===== config.mk =====
export PLATFORM = sky130hd
export DESIGN_NAME = pipe5_hazard_top
export DESIGN_NICKNAME = d
export VERILOG_FILES = /design/src/source/pipe5_hazard_pkg.sv /design/src/source/pipe5_hazard_top.sv /design/src/source/pipe5_hazard_unit.sv /design/src/source/prv_csr_regs.sv /design/src/source/prv_timer.sv /design/src/source/prv_trap_fsm.sv
export VERILOG_INCLUDE_DIRS = /design/src /design/src/source
export SDC_FILE = /design/constraint.sdc
export NUM_CORES = 1
export LEC_CHECK = 0
export ABC_AREA = 1
export BUFFER_PORTS_ARGS = -buffer_cell sky130_fd_sc_hd__buf_2
export CAP_MARGIN = 40
export CORE_ASPECT_RATIO = 0.8
export CORE_MARGIN = 2
export CORE_UTILIZATION = 56
export CTS_CLUSTER_SIZE = 30
export DETAILED_ROUTE_END_ITERATION = 6
export PLACE_DENSITY = 0.83
export RECOVER_POWER = 50
export SLEW_MARGIN = 15
export SYNTH_ARGS = -nofsm -noshare
export SYNTH_HDL_FRONTEND = slang
export SYNTH_SLANG_ARGS = --single-unit

===== constraint.sdc =====
create_clock -name CLK -period 3.2 [get_ports CLK]
set_input_delay 0.8 -clock CLK [delete_from_list [all_inputs] [get_ports CLK]]
set_output_delay 0.8 -clock CLK [all_outputs]
set_load 0.02 [all_outputs]

===== src/source/pipe5_config.svh =====
`ifndef PIPE5_CONFIG_SVH
`define PIPE5_CONFIG_SVH

// Data and address width
`define XLEN 32

// Register file index width
`define REG_W 5

// Trap vector after reset, direct mode
`define MTVEC_RESET 32'h0000_0100

// Machine timer width
`define MTIME_W 32

`endif


===== src/source/pipe5_hazard_pkg.sv =====
`default_nettype none

`include "pipe5_config.svh"

package pipe5_hazard_pkg;

  typedef logic [`XLEN-1:0]    word_t;
  typedef logic [`REG_W-1:0]   reg_idx_t;
  typedef logic [3:0]          cause_t;
  typedef logic [11:0]         csr_addr_t;
  typedef logic [`MTIME_W-1:0] mtime_t;

  // Status reported by the pipeline
  typedef struct packed {
    logic     iren;
    logic     i_mem_busy;
    logic     dren;
    logic     dwen;
    logic     d_mem_busy;
    logic     jump;
    logic     branch;
    logic     mispredict;
    logic     load;
    reg_idx_t reg_rd;
    reg_idx_t reg_rs1;
    reg_idx_t reg_rs2;
    logic     csr;
    logic     ifence;
    logic     dflushed;
    logic     iflushed;
    logic     f_stall;
    word_t    epc;
    word_t    badaddr_i;
    word_t    badaddr_d;
  } pipe_status_t;

  typedef struct packed {
    logic fault_insn;
    logic mal_insn;
    logic illegal_insn;
    logic fault_l;
    logic mal_l;
    logic fault_s;
    logic mal_s;
    logic breakpoint;
    logic env_m;
    logic ret;
  } exc_flags_t;

  // Controls back to the pipeline
  typedef struct packed {
    logic  pc_en;
    logic  stall;
    logic  npc_sel;
    logic  if_id_flush;
    logic  id_ex_flush;
    logic  ex_mem_flush;
    logic  ifence_flush;
    logic  csr_flush;
    logic  insert_priv_pc;
    word_t priv_pc;
  } hazard_ctrl_t;

  typedef struct packed {
    logic       exception;  // Any exception group
    logic       ret;
    logic       intr_take;  // Interrupt already gated by exceptions
    exc_flags_t flags;
    word_t      epc;
    word_t      badaddr;
  } trap_req_t;

  typedef enum logic [1:0] {
    T_RUN,
    T_ENTER,
    T_RETURN
  } trap_state_t;

  // Machine cause numbers
  localparam cause_t CAUSE_MAL_INSN     = 4'd0;
  localparam cause_t CAUSE_FAULT_INSN   = 4'd1;
  localparam cause_t CAUSE_ILLEGAL_INSN = 4'd2;
  localparam cause_t CAUSE_BREAKPOINT   = 4'd3;
  localparam cause_t CAUSE_MAL_L        = 4'd4;
  localparam cause_t CAUSE_FAULT_L      = 4'd5;
  localparam cause_t CAUSE_MAL_S        = 4'd6;
  localparam cause_t CAUSE_FAULT_S      = 4'd7;
  localparam cause_t CAUSE_ENV_M        = 4'd11;
  localparam cause_t CAUSE_TIMER_INTR   = 4'd7;  // Machine timer interrupt

  // CSR addresses, mtimecmp sits in the custom machine range
  localparam csr_addr_t CSR_MSTATUS  = 12'h300;
  localparam csr_addr_t CSR_MTVEC    = 12'h305;
  localparam csr_addr_t CSR_MEPC     = 12'h341;
  localparam csr_addr_t CSR_MTIMECMP = 12'h7c0;

  localparam int MSTATUS_MIE_BIT = 3;

endpackage

`default_nettype wire


===== src/source/pipe5_hazard_top.sv =====
`timescale 1ns/10ps
`default_nettype none

module pipe5_hazard_top
  import pipe5_hazard_pkg::*;
(
  input  logic         CLK,
  input  logic         rst_n,
  input  pipe_status_t status,
  input  exc_flags_t   exc,
  input  logic         csr_wen,
  input  csr_addr_t    csr_addr,
  input  word_t        csr_wdata,
  output hazard_ctrl_t ctrl,
  output word_t        mepc,
  output cause_t       mcause,
  output word_t        mtval,
  output logic         timer_pending
);

  hazard_ctrl_t hazard;
  trap_req_t    trap_req;
  logic         intr_pending, intr_taken, pipe_clear;
  logic         insert_pc, priv_pc_sel;
  logic         capture_trap, capture_ret;
  word_t        mtvec;
  mtime_t       mtimecmp;
  mtime_t       mtime;

  pipe5_hazard_unit i_pipe5_hazard_unit (
    .status       (status),
    .exc          (exc),
    .intr_pending (intr_pending),
    .intr_taken   (intr_taken),
    .pipe_clear   (pipe_clear),
    .hazard       (hazard),
    .trap_req     (trap_req)
  );

  prv_trap_fsm i_prv_trap_fsm (
    .CLK          (CLK),
    .rst_n        (rst_n),
    .trap_req     (trap_req),
    .insert_pc    (insert_pc),
    .priv_pc_sel  (priv_pc_sel),
    .intr_taken   (intr_taken),
    .pipe_clear   (pipe_clear),
    .capture_trap (capture_trap),
    .capture_ret  (capture_ret)
  );

  prv_timer i_prv_timer (
    .CLK           (CLK),
    .rst_n         (rst_n),
    .mtimecmp      (mtimecmp),
    .mtime         (mtime),
    .timer_pending (timer_pending)
  );

  prv_csr_regs i_prv_csr_regs (
    .CLK (CLK), .rst_n (rst_n),
    .csr_wen (csr_wen), .csr_addr (csr_addr), .csr_wdata (csr_wdata),
    .trap_req (trap_req), .capture_trap (capture_trap), .capture_ret (capture_ret),
    .timer_pending (timer_pending),
    .mtvec (mtvec), .mepc (mepc), .mtval (mtval), .mcause (mcause),
    .mtimecmp (mtimecmp), .intr_pending (intr_pending)
  );

  // Hazard controls plus the inserted trap or return PC
  always_comb begin
    ctrl                = hazard;
    ctrl.insert_priv_pc = insert_pc;
    ctrl.priv_pc        = priv_pc_sel ? mepc : mtvec;
  end

endmodule

`default_nettype wire


===== src/source/pipe5_hazard_unit.sv =====
`timescale 1ns/10ps
`default_nettype none

module pipe5_hazard_unit
  import pipe5_hazard_pkg::*;
(
  input  pipe_status_t status,
  input  exc_flags_t   exc,
  input  logic         intr_pending,
  input  logic         intr_taken,
  input  logic         pipe_clear,
  output hazard_ctrl_t hazard,
  output trap_req_t    trap_req
);

  logic wait_for_imem;
  logic wait_for_dmem;
  logic redirect;
  logic ifence_flush;
  logic load_use;
  logic e_fetch_stage;
  logic e_decode_stage;
  logic e_execute_stage;
  logic any_exception;
  logic trap_event;
  logic pipe_flush;

  // Hold the PC while either memory is still busy
  assign wait_for_imem = status.iren & status.i_mem_busy;
  assign wait_for_dmem = (status.dren | status.dwen) & status.d_mem_busy;

  assign redirect = status.jump | (status.branch & status.mispredict);

  // ifence has to wait for both caches
  assign ifence_flush = status.ifence & (~status.dflushed | ~status.iflushed);

  assign e_fetch_stage   = exc.fault_insn | exc.mal_insn;
  assign e_decode_stage  = exc.illegal_insn | exc.breakpoint | exc.env_m;
  assign e_execute_stage = exc.fault_l | exc.mal_l | exc.fault_s | exc.mal_s;

  assign any_exception = e_fetch_stage | e_decode_stage | e_execute_stage;
  assign trap_event    = any_exception | intr_taken | exc.ret;

  assign pipe_flush = redirect | ifence_flush | status.csr | trap_event;

  // RAW on a load result
  assign load_use = status.load &
                    ((status.reg_rd == status.reg_rs1) | (status.reg_rd == status.reg_rs2));

  always_comb begin
    hazard.pc_en        = ~wait_for_imem & ~wait_for_dmem;
    hazard.stall        = status.f_stall |
                          (load_use & ~status.csr & ~ifence_flush & ~trap_event);
    hazard.npc_sel      = redirect & ~trap_event;  // Trap vector wins over branch target
    hazard.if_id_flush  = pipe_flush;
    hazard.id_ex_flush  = pipe_flush;
    hazard.ex_mem_flush = pipe_flush;
    hazard.ifence_flush = ifence_flush;
    hazard.csr_flush    = status.csr;
    // Filled in by the trap sequencer at the top level
    hazard.insert_priv_pc = 1'b0;
    hazard.priv_pc        = '0;
  end

  always_comb begin
    trap_req.exception = any_exception;
    trap_req.ret       = exc.ret;
    // No interrupt while an exception is pending or a trap is in flight
    trap_req.intr_take = intr_pending & ~any_exception & ~pipe_clear;
    trap_req.flags     = exc;
    trap_req.epc       = status.epc;
    if (exc.mal_insn | exc.fault_insn) begin
      trap_req.badaddr = status.badaddr_i;  // Fetch side address
    end else begin
      trap_req.badaddr = status.badaddr_d;
    end
  end

endmodule

`default_nettype wire


===== src/source/prv_csr_regs.sv =====
`timescale 1ns/10ps
`default_nettype none

`include "pipe5_config.svh"

module prv_csr_regs
  import pipe5_hazard_pkg::*;
(
  input  logic      CLK,
  input  logic      rst_n,
  input  logic      csr_wen,
  input  csr_addr_t csr_addr,
  input  word_t     csr_wdata,
  input  trap_req_t trap_req,
  input  logic      capture_trap,
  input  logic      capture_ret,
  input  logic      timer_pending,
  output word_t     mtvec,
  output word_t     mepc,
  output word_t     mtval,
  output cause_t    mcause,
  output mtime_t    mtimecmp,
  output logic      intr_pending
);

  word_t  mtvec_q, mepc_q, mtval_q;
  cause_t mcause_q;
  mtime_t mtimecmp_q;
  logic   mie_q;
  cause_t cause_d;
  logic   tval_zero;  // No faulting address for this cause

  // Highest priority source first
  always_comb begin
    tval_zero = 1'b0;
    if (trap_req.flags.fault_insn) cause_d = CAUSE_FAULT_INSN;
    else if (trap_req.flags.mal_insn) cause_d = CAUSE_MAL_INSN;
    else if (trap_req.flags.illegal_insn) cause_d = CAUSE_ILLEGAL_INSN;
    else if (trap_req.flags.breakpoint) begin
      cause_d   = CAUSE_BREAKPOINT;
      tval_zero = 1'b1;
    end else if (trap_req.flags.env_m) begin
      cause_d   = CAUSE_ENV_M;
      tval_zero = 1'b1;
    end
    else if (trap_req.flags.mal_l) cause_d = CAUSE_MAL_L;
    else if (trap_req.flags.fault_l) cause_d = CAUSE_FAULT_L;
    else if (trap_req.flags.mal_s) cause_d = CAUSE_MAL_S;
    else if (trap_req.flags.fault_s) cause_d = CAUSE_FAULT_S;
    else begin
      cause_d   = CAUSE_TIMER_INTR;
      tval_zero = 1'b1;  // Interrupts carry no address
    end
  end

  always_ff @(posedge CLK or negedge rst_n) begin
    if (!rst_n) begin
      mtvec_q    <= `MTVEC_RESET;
      mepc_q     <= '0;
      mtval_q    <= '0;
      mcause_q   <= '0;
      mtimecmp_q <= '1;  // Timer quiet until programmed
      mie_q      <= 1'b0;
    end else if (capture_trap) begin
      mepc_q   <= trap_req.epc;
      mtval_q  <= tval_zero ? '0 : trap_req.badaddr;
      mcause_q <= cause_d;
      mie_q    <= 1'b0;
    end else if (capture_ret) begin
      mie_q <= 1'b1;
    end else if (csr_wen) begin
      case (csr_addr)
        CSR_MTVEC:    mtvec_q <= {csr_wdata[$bits(word_t)-1:2], 2'b00};  // Direct mode only
        CSR_MEPC:     mepc_q <= csr_wdata;
        CSR_MSTATUS:  mie_q <= csr_wdata[MSTATUS_MIE_BIT];
        CSR_MTIMECMP: mtimecmp_q <= mtime_t'(csr_wdata);
        default: ;
      endcase
    end
  end

  assign mtvec        = mtvec_q;
  assign mepc         = mepc_q;
  assign mtval        = mtval_q;
  assign mcause       = mcause_q;
  assign mtimecmp     = mtimecmp_q;
  assign intr_pending = timer_pending & mie_q;

endmodule

`default_nettype wire


===== src/source/prv_timer.sv =====
`timescale 1ns/10ps
`default_nettype none

module prv_timer
  import pipe5_hazard_pkg::*;
(
  input  logic   CLK,
  input  logic   rst_n,
  input  mtime_t mtimecmp,
  output mtime_t mtime,
  output logic   timer_pending
);

  mtime_t mtime_q;
  logic   pending_q;

  // Free running, wraps at the top
  always_ff @(posedge CLK or negedge rst_n) begin
    if (!rst_n) begin
      mtime_q <= '0;
    end else begin
      mtime_q <= mtime_q + 1'b1;
    end
  end

  // Registered compare, follows mtimecmp rewrites as a level
  always_ff @(posedge CLK or negedge rst_n) begin
    if (!rst_n) begin
      pending_q <= 1'b0;
    end else begin
      pending_q <= (mtime_q >= mtimecmp);
    end
  end

  assign mtime         = mtime_q;
  assign timer_pending = pending_q;

endmodule

`default_nettype wire


===== src/source/prv_trap_fsm.sv =====
`timescale 1ns/10ps
`default_nettype none

module prv_trap_fsm
  import pipe5_hazard_pkg::*;
(
  input  logic      CLK,
  input  logic      rst_n,
  input  trap_req_t trap_req,
  output logic      insert_pc,
  output logic      priv_pc_sel,  // 0 selects mtvec, 1 selects mepc
  output logic      intr_taken,
  output logic      pipe_clear,
  output logic      capture_trap,
  output logic      capture_ret
);

  trap_state_t state_q;
  trap_state_t state_d;
  logic        intr_q;  // Current entry came from the interrupt
  logic        take_trap;
  logic        take_ret;

  // Only accept new events from T_RUN
  assign take_trap = (state_q == T_RUN) & (trap_req.exception | trap_req.intr_take);
  assign take_ret  = (state_q == T_RUN) & trap_req.ret & ~take_trap;

  always_comb begin
    state_d = state_q;
    case (state_q)
      T_RUN: begin
        if (take_trap) begin
          state_d = T_ENTER;
        end else if (take_ret) begin
          state_d = T_RETURN;
        end
      end
      T_ENTER:  state_d = T_RUN;
      T_RETURN: state_d = T_RUN;
      default:  state_d = T_RUN;
    endcase
  end

  always_ff @(posedge CLK or negedge rst_n) begin
    if (!rst_n) begin
      state_q <= T_RUN;
      intr_q  <= 1'b0;
    end else begin
      state_q <= state_d;
      if (take_trap) begin
        intr_q <= trap_req.intr_take & ~trap_req.exception;
      end
    end
  end

  // CSR capture on the accepting edge
  assign capture_trap = take_trap;
  assign capture_ret  = take_ret;

  // One insertion cycle per accepted event
  assign insert_pc   = (state_q == T_ENTER) | (state_q == T_RETURN);
  assign priv_pc_sel = (state_q == T_RETURN);
  assign intr_taken  = (state_q == T_ENTER) & intr_q;
  assign pipe_clear  = (state_q != T_RUN);

endmodule

`default_nettype wire


==> impl_metrics.toml, run 1 <==
[cts]
clkTransAtPathRegs_ns = 0.06
ctsHoldBuffers = 0
h-tree-depth = 4
cts_resized = 0
cts_tree = "done"
cts_root_buf = "clkbuf_16"
clock_latency_ns = 0.43
postCtsSetupRepairBufs = 0
cts_made_buffers = 17
cts.sinks = 167
cts.path.max_buffers = 2

[detailed_routing]
first_iter_violations = 498
drtAntennaViolNets = 0
post_drt_wl_per_cell_um = 15.8
viasPerCell = 5.28
vias = 8291
wirelength_um = 24800
drc = 0
first_pass_iters = 5

[yosys]
ys_async_sr_fraction = 1.00
seq_area_frac_synth = 0.463
synth.yosys.warnings = 0
yosysMostFrequentCell = "nand2_1"
yosysTopAreaCell = "dfrtp_1"
synthTopCellsByArea = "dfrtp_1, dfstp_2, nand2_1"
synth_edf_count = 0
synth_top_family_by_area = "simple AND/OR/NAND/NOR gates"
syn-num-nets = 1294
synth.ff_latch_count = 167
synth.avg_cell_area_um2 = 8.47
syn_area_um2 = 9120
synth_flop_cell = "dfrtp_1"
synth_cell_types = 38
synth_common_cells = "nand2_1, dfrtp_1, inv_1"
synthXorXnorAreaFrac = 0.0365
synth-simple-area-share = 0.235
muxShareOfSynthArea = 0.0370
synth-compound-area-share = 0.0978
syn-instance-count = 1076
synthAdderAreaFrac = 0.0494
synth.top_cell.area_share = 0.368

[global_routing]
grt.total_usage = 0.294
grt_pass1_vias = 8167
antenna_found_initial = 2
grt_pass1_wl_um = 40700
grt_max_degree = 97
grt_overflow = 0

[sta]
slew_violations = 59
setup_viol = 0
fmax_mhz = 328
layout_min_cycle_time_ns = 3.05
finClkSkew_ns = 0.0111
rsz0062_at_grt = "false"
tns_ns = 0
finalCritPeriodShare = 0.953
slew-limit-headroom = -0.00494
hold_viol = 0
holdWs_ns = 0.474
tightest_slew_ns = 1.51

[power_and_ir_drop]
combPwrFrac = 0.317
pwr_density_cell_nw_per_um2 = 630
p_sw_mw = 2.69
power.share.clock = 0.277
power.internal_mw = 4.36
finalPower_mw = 7.06
seqPwrFrac = 0.406
p_leak_nw = 5.62
ir_drop_v = 0.000623
switching_share = 0.382

[final_layout]
drive_gt1_frac = 0.304
stdcell_area_um2 = 11200
nets = 1559
final_cells = 1571
nFillCells = 1282
areaGrowthSynthToFinish_pct = 22.7

[critical_path]
cpPeakStageDelay_ns = 0.50
path_buf_inv = 3
slowest_stage = "ha_2"
cpLargestDelayFamily = "buffers and inverters"
worst_ep_required_time_ns = 2.40
critPathMaxFanout = 15
setup.worst_path.start_class = "flip-flop"
worst_setup_path_end_kind = "output port"
cp_data_arrival_time_ns = 2.25
path_cells = "inv_1, ha_2, buf_4, mux2_2, buf_2"
crit_type = "reg -> out"

[place]
dpl.hpwl_um = 18400
dp_cells = 1537
place_area_um2 = 10700
place.gp.congestion = 0.930
portBuffers = 291

[floorplan]
coreArea_um2 = 15900
initial_utilization = 0.575
pin_count = 292
die_w_um = 147
rows = 41
die_y_um = 118
dieArea_um2 = 17300

[outcome]
status = "finished with violations"
violations = "max-capacitance violations, max-slew violations"

[min_path]
min_path_type = "reg -> reg"

[job]
max_cap_viol_count = 1
final cells by class:
class / count / area, um2 / area share
well taps: 215 / 269 / 0.0240
clock buffers: 20 / 457 / 0.0408
repair buffers: 302 / 1550 / 0.138
multi-input cells: 735 / 4150 / 0.370
clock inverters: 12 / 103 / 0.00917
diodes: 2 / 5.00 / 0.000447
flip-flops and latches: 167 / 4220 / 0.377
inverters: 118 / 445 / 0.0398
through the flow:
stage,utilization,setup WS (ns)
finish,0.706,0.149
global route,0.706,0.0441
CTS,0.710,0.152
detailed placement,0.675,0.448
global placement,0.673,0.505
floorplan,-,0.723
flip-flops by register name, indices dropped and copies added, names as in the netlist:
signal,count
i_prv_csr_regs.mcause,4
i_prv_csr_regs.mepc,32
i_prv_csr_regs.mie_q,1
i_prv_csr_regs.mtimecmp,32
i_prv_csr_regs.mtval,32
i_prv_csr_regs.mtvec,30
i_prv_timer.mtime,32
i_prv_timer.timer_pending,1
i_prv_trap_fsm.intr_q,1
i_prv_trap_fsm.state_q,2
final timing paths:
check	start	to	slack (ns)	cells after the start
min	i_prv_csr_regs.mtimecmp[28]	i_prv_csr_regs.mtimecmp[28]	0.47	2
max in group asynchronous	rst_n	i_prv_timer.mtime[24]	0.53	2
max	i_prv_trap_fsm.state_q[0]	ctrl[8]	0.15	5
min reg2reg	i_prv_csr_regs.mtimecmp[28]	i_prv_csr_regs.mtimecmp[28]	0.47	2
max reg2reg	i_prv_trap_fsm.state_q[0]	i_prv_csr_regs.mtimecmp[13]	0.69	7
min in group asynchronous	rst_n	i_prv_csr_regs.mepc[10]	0.72	1
power by group through the flow:
stage	Sequential [mW]	Clock, mW	Combinational (mW)
after floorplan	3.35	0	0.959
after CTS	2.85	1.98	2.29
after detailed placement	2.87	0	2.29
final	2.86	1.96	2.24
after global placement	2.86	0	2.22
after global routing	2.91	2.08	2.44
cells in the final DEF, fill, tap and decap left out, drive strengths merged, types with 2 or more instances in the layout:
cell type / instances
nand3b: 3
ha: 36
or2: 34
dfstp: 33
inv: 119
a21oi: 19
diode: 2
nand2: 231
clkinv: 6
xor2: 26
nand2b: 2
o21ai: 101
o211ai: 32
nand3: 117
clkbuf: 50
nor2: 50
nand4: 15
clkinvlp: 4
xnor2: 12
nor4: 2
dfrtp: 134
mux2: 30
buf: 272
nor3: 17
o21a: 4
worst min-delay path: stages, from the launching register on:
cell and delay [ns]:
dfstp_2 0.37, nand2_1 0.05, o21ai_1 0.05
routing by layer:
metal  vias up  global-route usage  wire [um]
met3        60              0.0618       1590
met5         -                   0          0
met2       337               0.464      11300
met4         0               0.121        780
li1       4063                   -          -
met1      3831               0.397      11100
cells by family after synthesis:
family,Yosys count
AO/OA/AOI/OAI,159
XOR/XNOR,38
multiplexers,30
buffers and inverters,174
adder cells (fa/ha/maj),36
AND/OR/NAND/NOR,472
flip-flops,167
Note: power is estimated with default switching activity, not from simulation.
==> run 2: changes to the inputs <==
Settings changed: CORE_UTILIZATION 56 to 45, PLACE_DENSITY 0.83 to 0.68.
==> run 2 against run 1 <==
The flow now finishes without violations. Die area increased by 24%. Combinational power shrank 2%. Via count decreased by 1.6%. Utilization decreased by 14 points. Critical path depth stayed put. Clock skew rose by 0.00065 ns. Clock-buffer cell count is 2 lower. Sequential share of layout area down 0.31 points. Worst hold slack worse by 0.0011 ns.
==> impl_metrics.toml, run 2 (synthesis results as in run 1) <==
[sta]
hold_viol = 0
finClkSkew_ns = 0.0117
slew-limit-headroom = 0.0836
setup_viol = 0
tightest_slew_ns = 1.37
fmax_mhz = 329
tns_ns = 0
slew_violations = 0
rsz0062_at_grt = "false"
finalCritPeriodShare = 0.950
layout_min_cycle_time_ns = 3.04

[critical_path]
slowest_stage = "ha_2"
setup.worst_path.start_class = "flip-flop"
worst_ep_required_time_ns = 2.40
critPathMaxFanout = 12
cpPeakStageDelay_ns = 0.47
worst_setup_path_end_kind = "output port"
path_buf_inv = 3
cpLargestDelayFamily = "buffers and inverters"
path_cells = "inv_1, ha_2, buf_4, mux2_2, buf_2"
cp_data_arrival_time_ns = 2.24
crit_type = "reg -> out"

[floorplan]
dieArea_um2 = 21400
coreArea_um2 = 19900
rows = 46
pin_count = 292
die_y_um = 131
die_w_um = 163
initial_utilization = 0.459

[power_and_ir_drop]
power.share.clock = 0.299
combPwrFrac = 0.306
power.internal_mw = 4.50
ir_drop_v = 0.000360
pwr_density_cell_nw_per_um2 = 639
p_sw_mw = 2.71
p_leak_nw = 5.64
seqPwrFrac = 0.395
switching_share = 0.376

[detailed_routing]
vias = 8155
first_pass_iters = 5
drtAntennaViolNets = 0
post_drt_wl_per_cell_um = 15.4
first_iter_violations = 579
viasPerCell = 5.03
wirelength_um = 25000
drc = 0

[final_layout]
final_common_cell = "buf_2"
nFillCells = 1882
final_cells = 1620
areaGrowthSynthToFinish_pct = 23.8
drive_gt1_frac = 0.304
nets = 1559
final_util = 0.568
final_cell_mix = "buf_2, nand2_1, dfrtp_1"

[job]
max_cap_viol_count = 0

[cts]
postCtsSetupRepairBufs = 0
clkTransAtPathRegs_ns = 0.06
cts.path.max_buffers = 2
cts.sinks = 167
cts_made_buffers = 17
cts_root_buf = "clkbuf_16"
clock_latency_ns = 0.43
cts_tree = "done"
h-tree-depth = 4
cts_resized = 0
ctsHoldBuffers = 0

[outcome]
status = "finished, final reports clean"

[global_routing]
antenna_found_initial = 1
grt_overflow = 0
grt_pass1_vias = 7971
grt.total_usage = 0.239
grt_pass1_wl_um = 41000
grt_max_degree = 99

[place]
portBuffers = 291
dpl.hpwl_um = 18700
place.gp.congestion = 0.905
dp_cells = 1586

[min_path]
min_path_type = "reg -> reg"
## run 2: cell types whose count changed in the layout (fill, tap and decap cells not counted), sizes merged
cell / before / now
inv: 119 / 122
buf: 272 / 270
bufinv: 1 / 3
clkinvlp: 4 / 2
clkinv: 6 / 5
## run 2: final timing paths
check	startpoint	end	slack [ns]	cells after the start
worst max-delay path	i_prv_trap_fsm.state_q[0]	ctrl[10]	0.16	5
worst min-delay path	i_prv_csr_regs.mtimecmp[3]	i_prv_csr_regs.mtimecmp[3]	0.47	2
worst max register to register	i_prv_trap_fsm.state_q[0]	i_prv_csr_regs.mtimecmp[17]	0.68	7
worst min register to register	i_prv_csr_regs.mtimecmp[3]	i_prv_csr_regs.mtimecmp[3]	0.47	2
max in group asynchronous	rst_n	i_prv_csr_regs.mtval[3]	0.62	2
min in group asynchronous	rst_n	i_prv_csr_regs.mtvec[16]	0.67	1
## run 2: stage by stage
step / hold slack (ns) / instance area (um2) / setup slack [ns] / power [mW]
6_report: 0.473 / 11300 / 0.159 / 7.21
2_1_floorplan: 0.449 / 9120 / 0.723 / 4.31
4_1_cts: 0.328 / 11300 / 0.130 / 7.33
3_5_place_dp: 0.465 / 10700 / 0.408 / 5.16
3_3_place_gp: 0.460 / 10700 / 0.504 / 5.11
5_1_grt: 0.490 / 11300 / 0.0631 / 7.61
## run 2: routing by layer
layer | routed length, um | vias to the layer above | GRT usage
li1 | - | 4058 | -
met1 | 11600 | 3803 | 0.333
met2 | 11500 | 266 | 0.381
met3 | 1500 | 28 | 0.0461
met4 | 409 | 0 | 0.0654
met5 | 0 | - | 0
## run 2: power groups by stage
stage	Clock, mW	Sequential, mW	Combinational [mW]
floorplan	0	3.35	0.959
global placement	0	2.86	2.25
detailed placement	0	2.87	2.29
CTS	2.20	2.84	2.29
global route	2.30	2.90	2.41
finish	2.16	2.85	2.20
## run 2: cell type report
| cell class | count | area [um2] | share of cell area |
|---|---|---|---|
| flip-flops and latches | 167 | 4220 | 0.374 |
| multi-input cells | 735 | 4150 | 0.368 |
| repair buffers | 302 | 1520 | 0.135 |
| inverters | 118 | 445 | 0.0395 |
| clock buffers | 18 | 439 | 0.0389 |
| well taps | 264 | 330 | 0.0293 |
| clock inverters | 14 | 173 | 0.0153 |
| diodes | 2 | 5.00 | 0.000444 |
## run 2: worst reg2reg max path: cells and delay by family (launching register included)
kind / cells / cell delay [ns]
compound gates: 1 / 0.44
fa+ha+maj: 1 / 0.32
buf+inv: 1 / 0.08
flops: 1 / 0.38
simple gates: 4 / 1.22
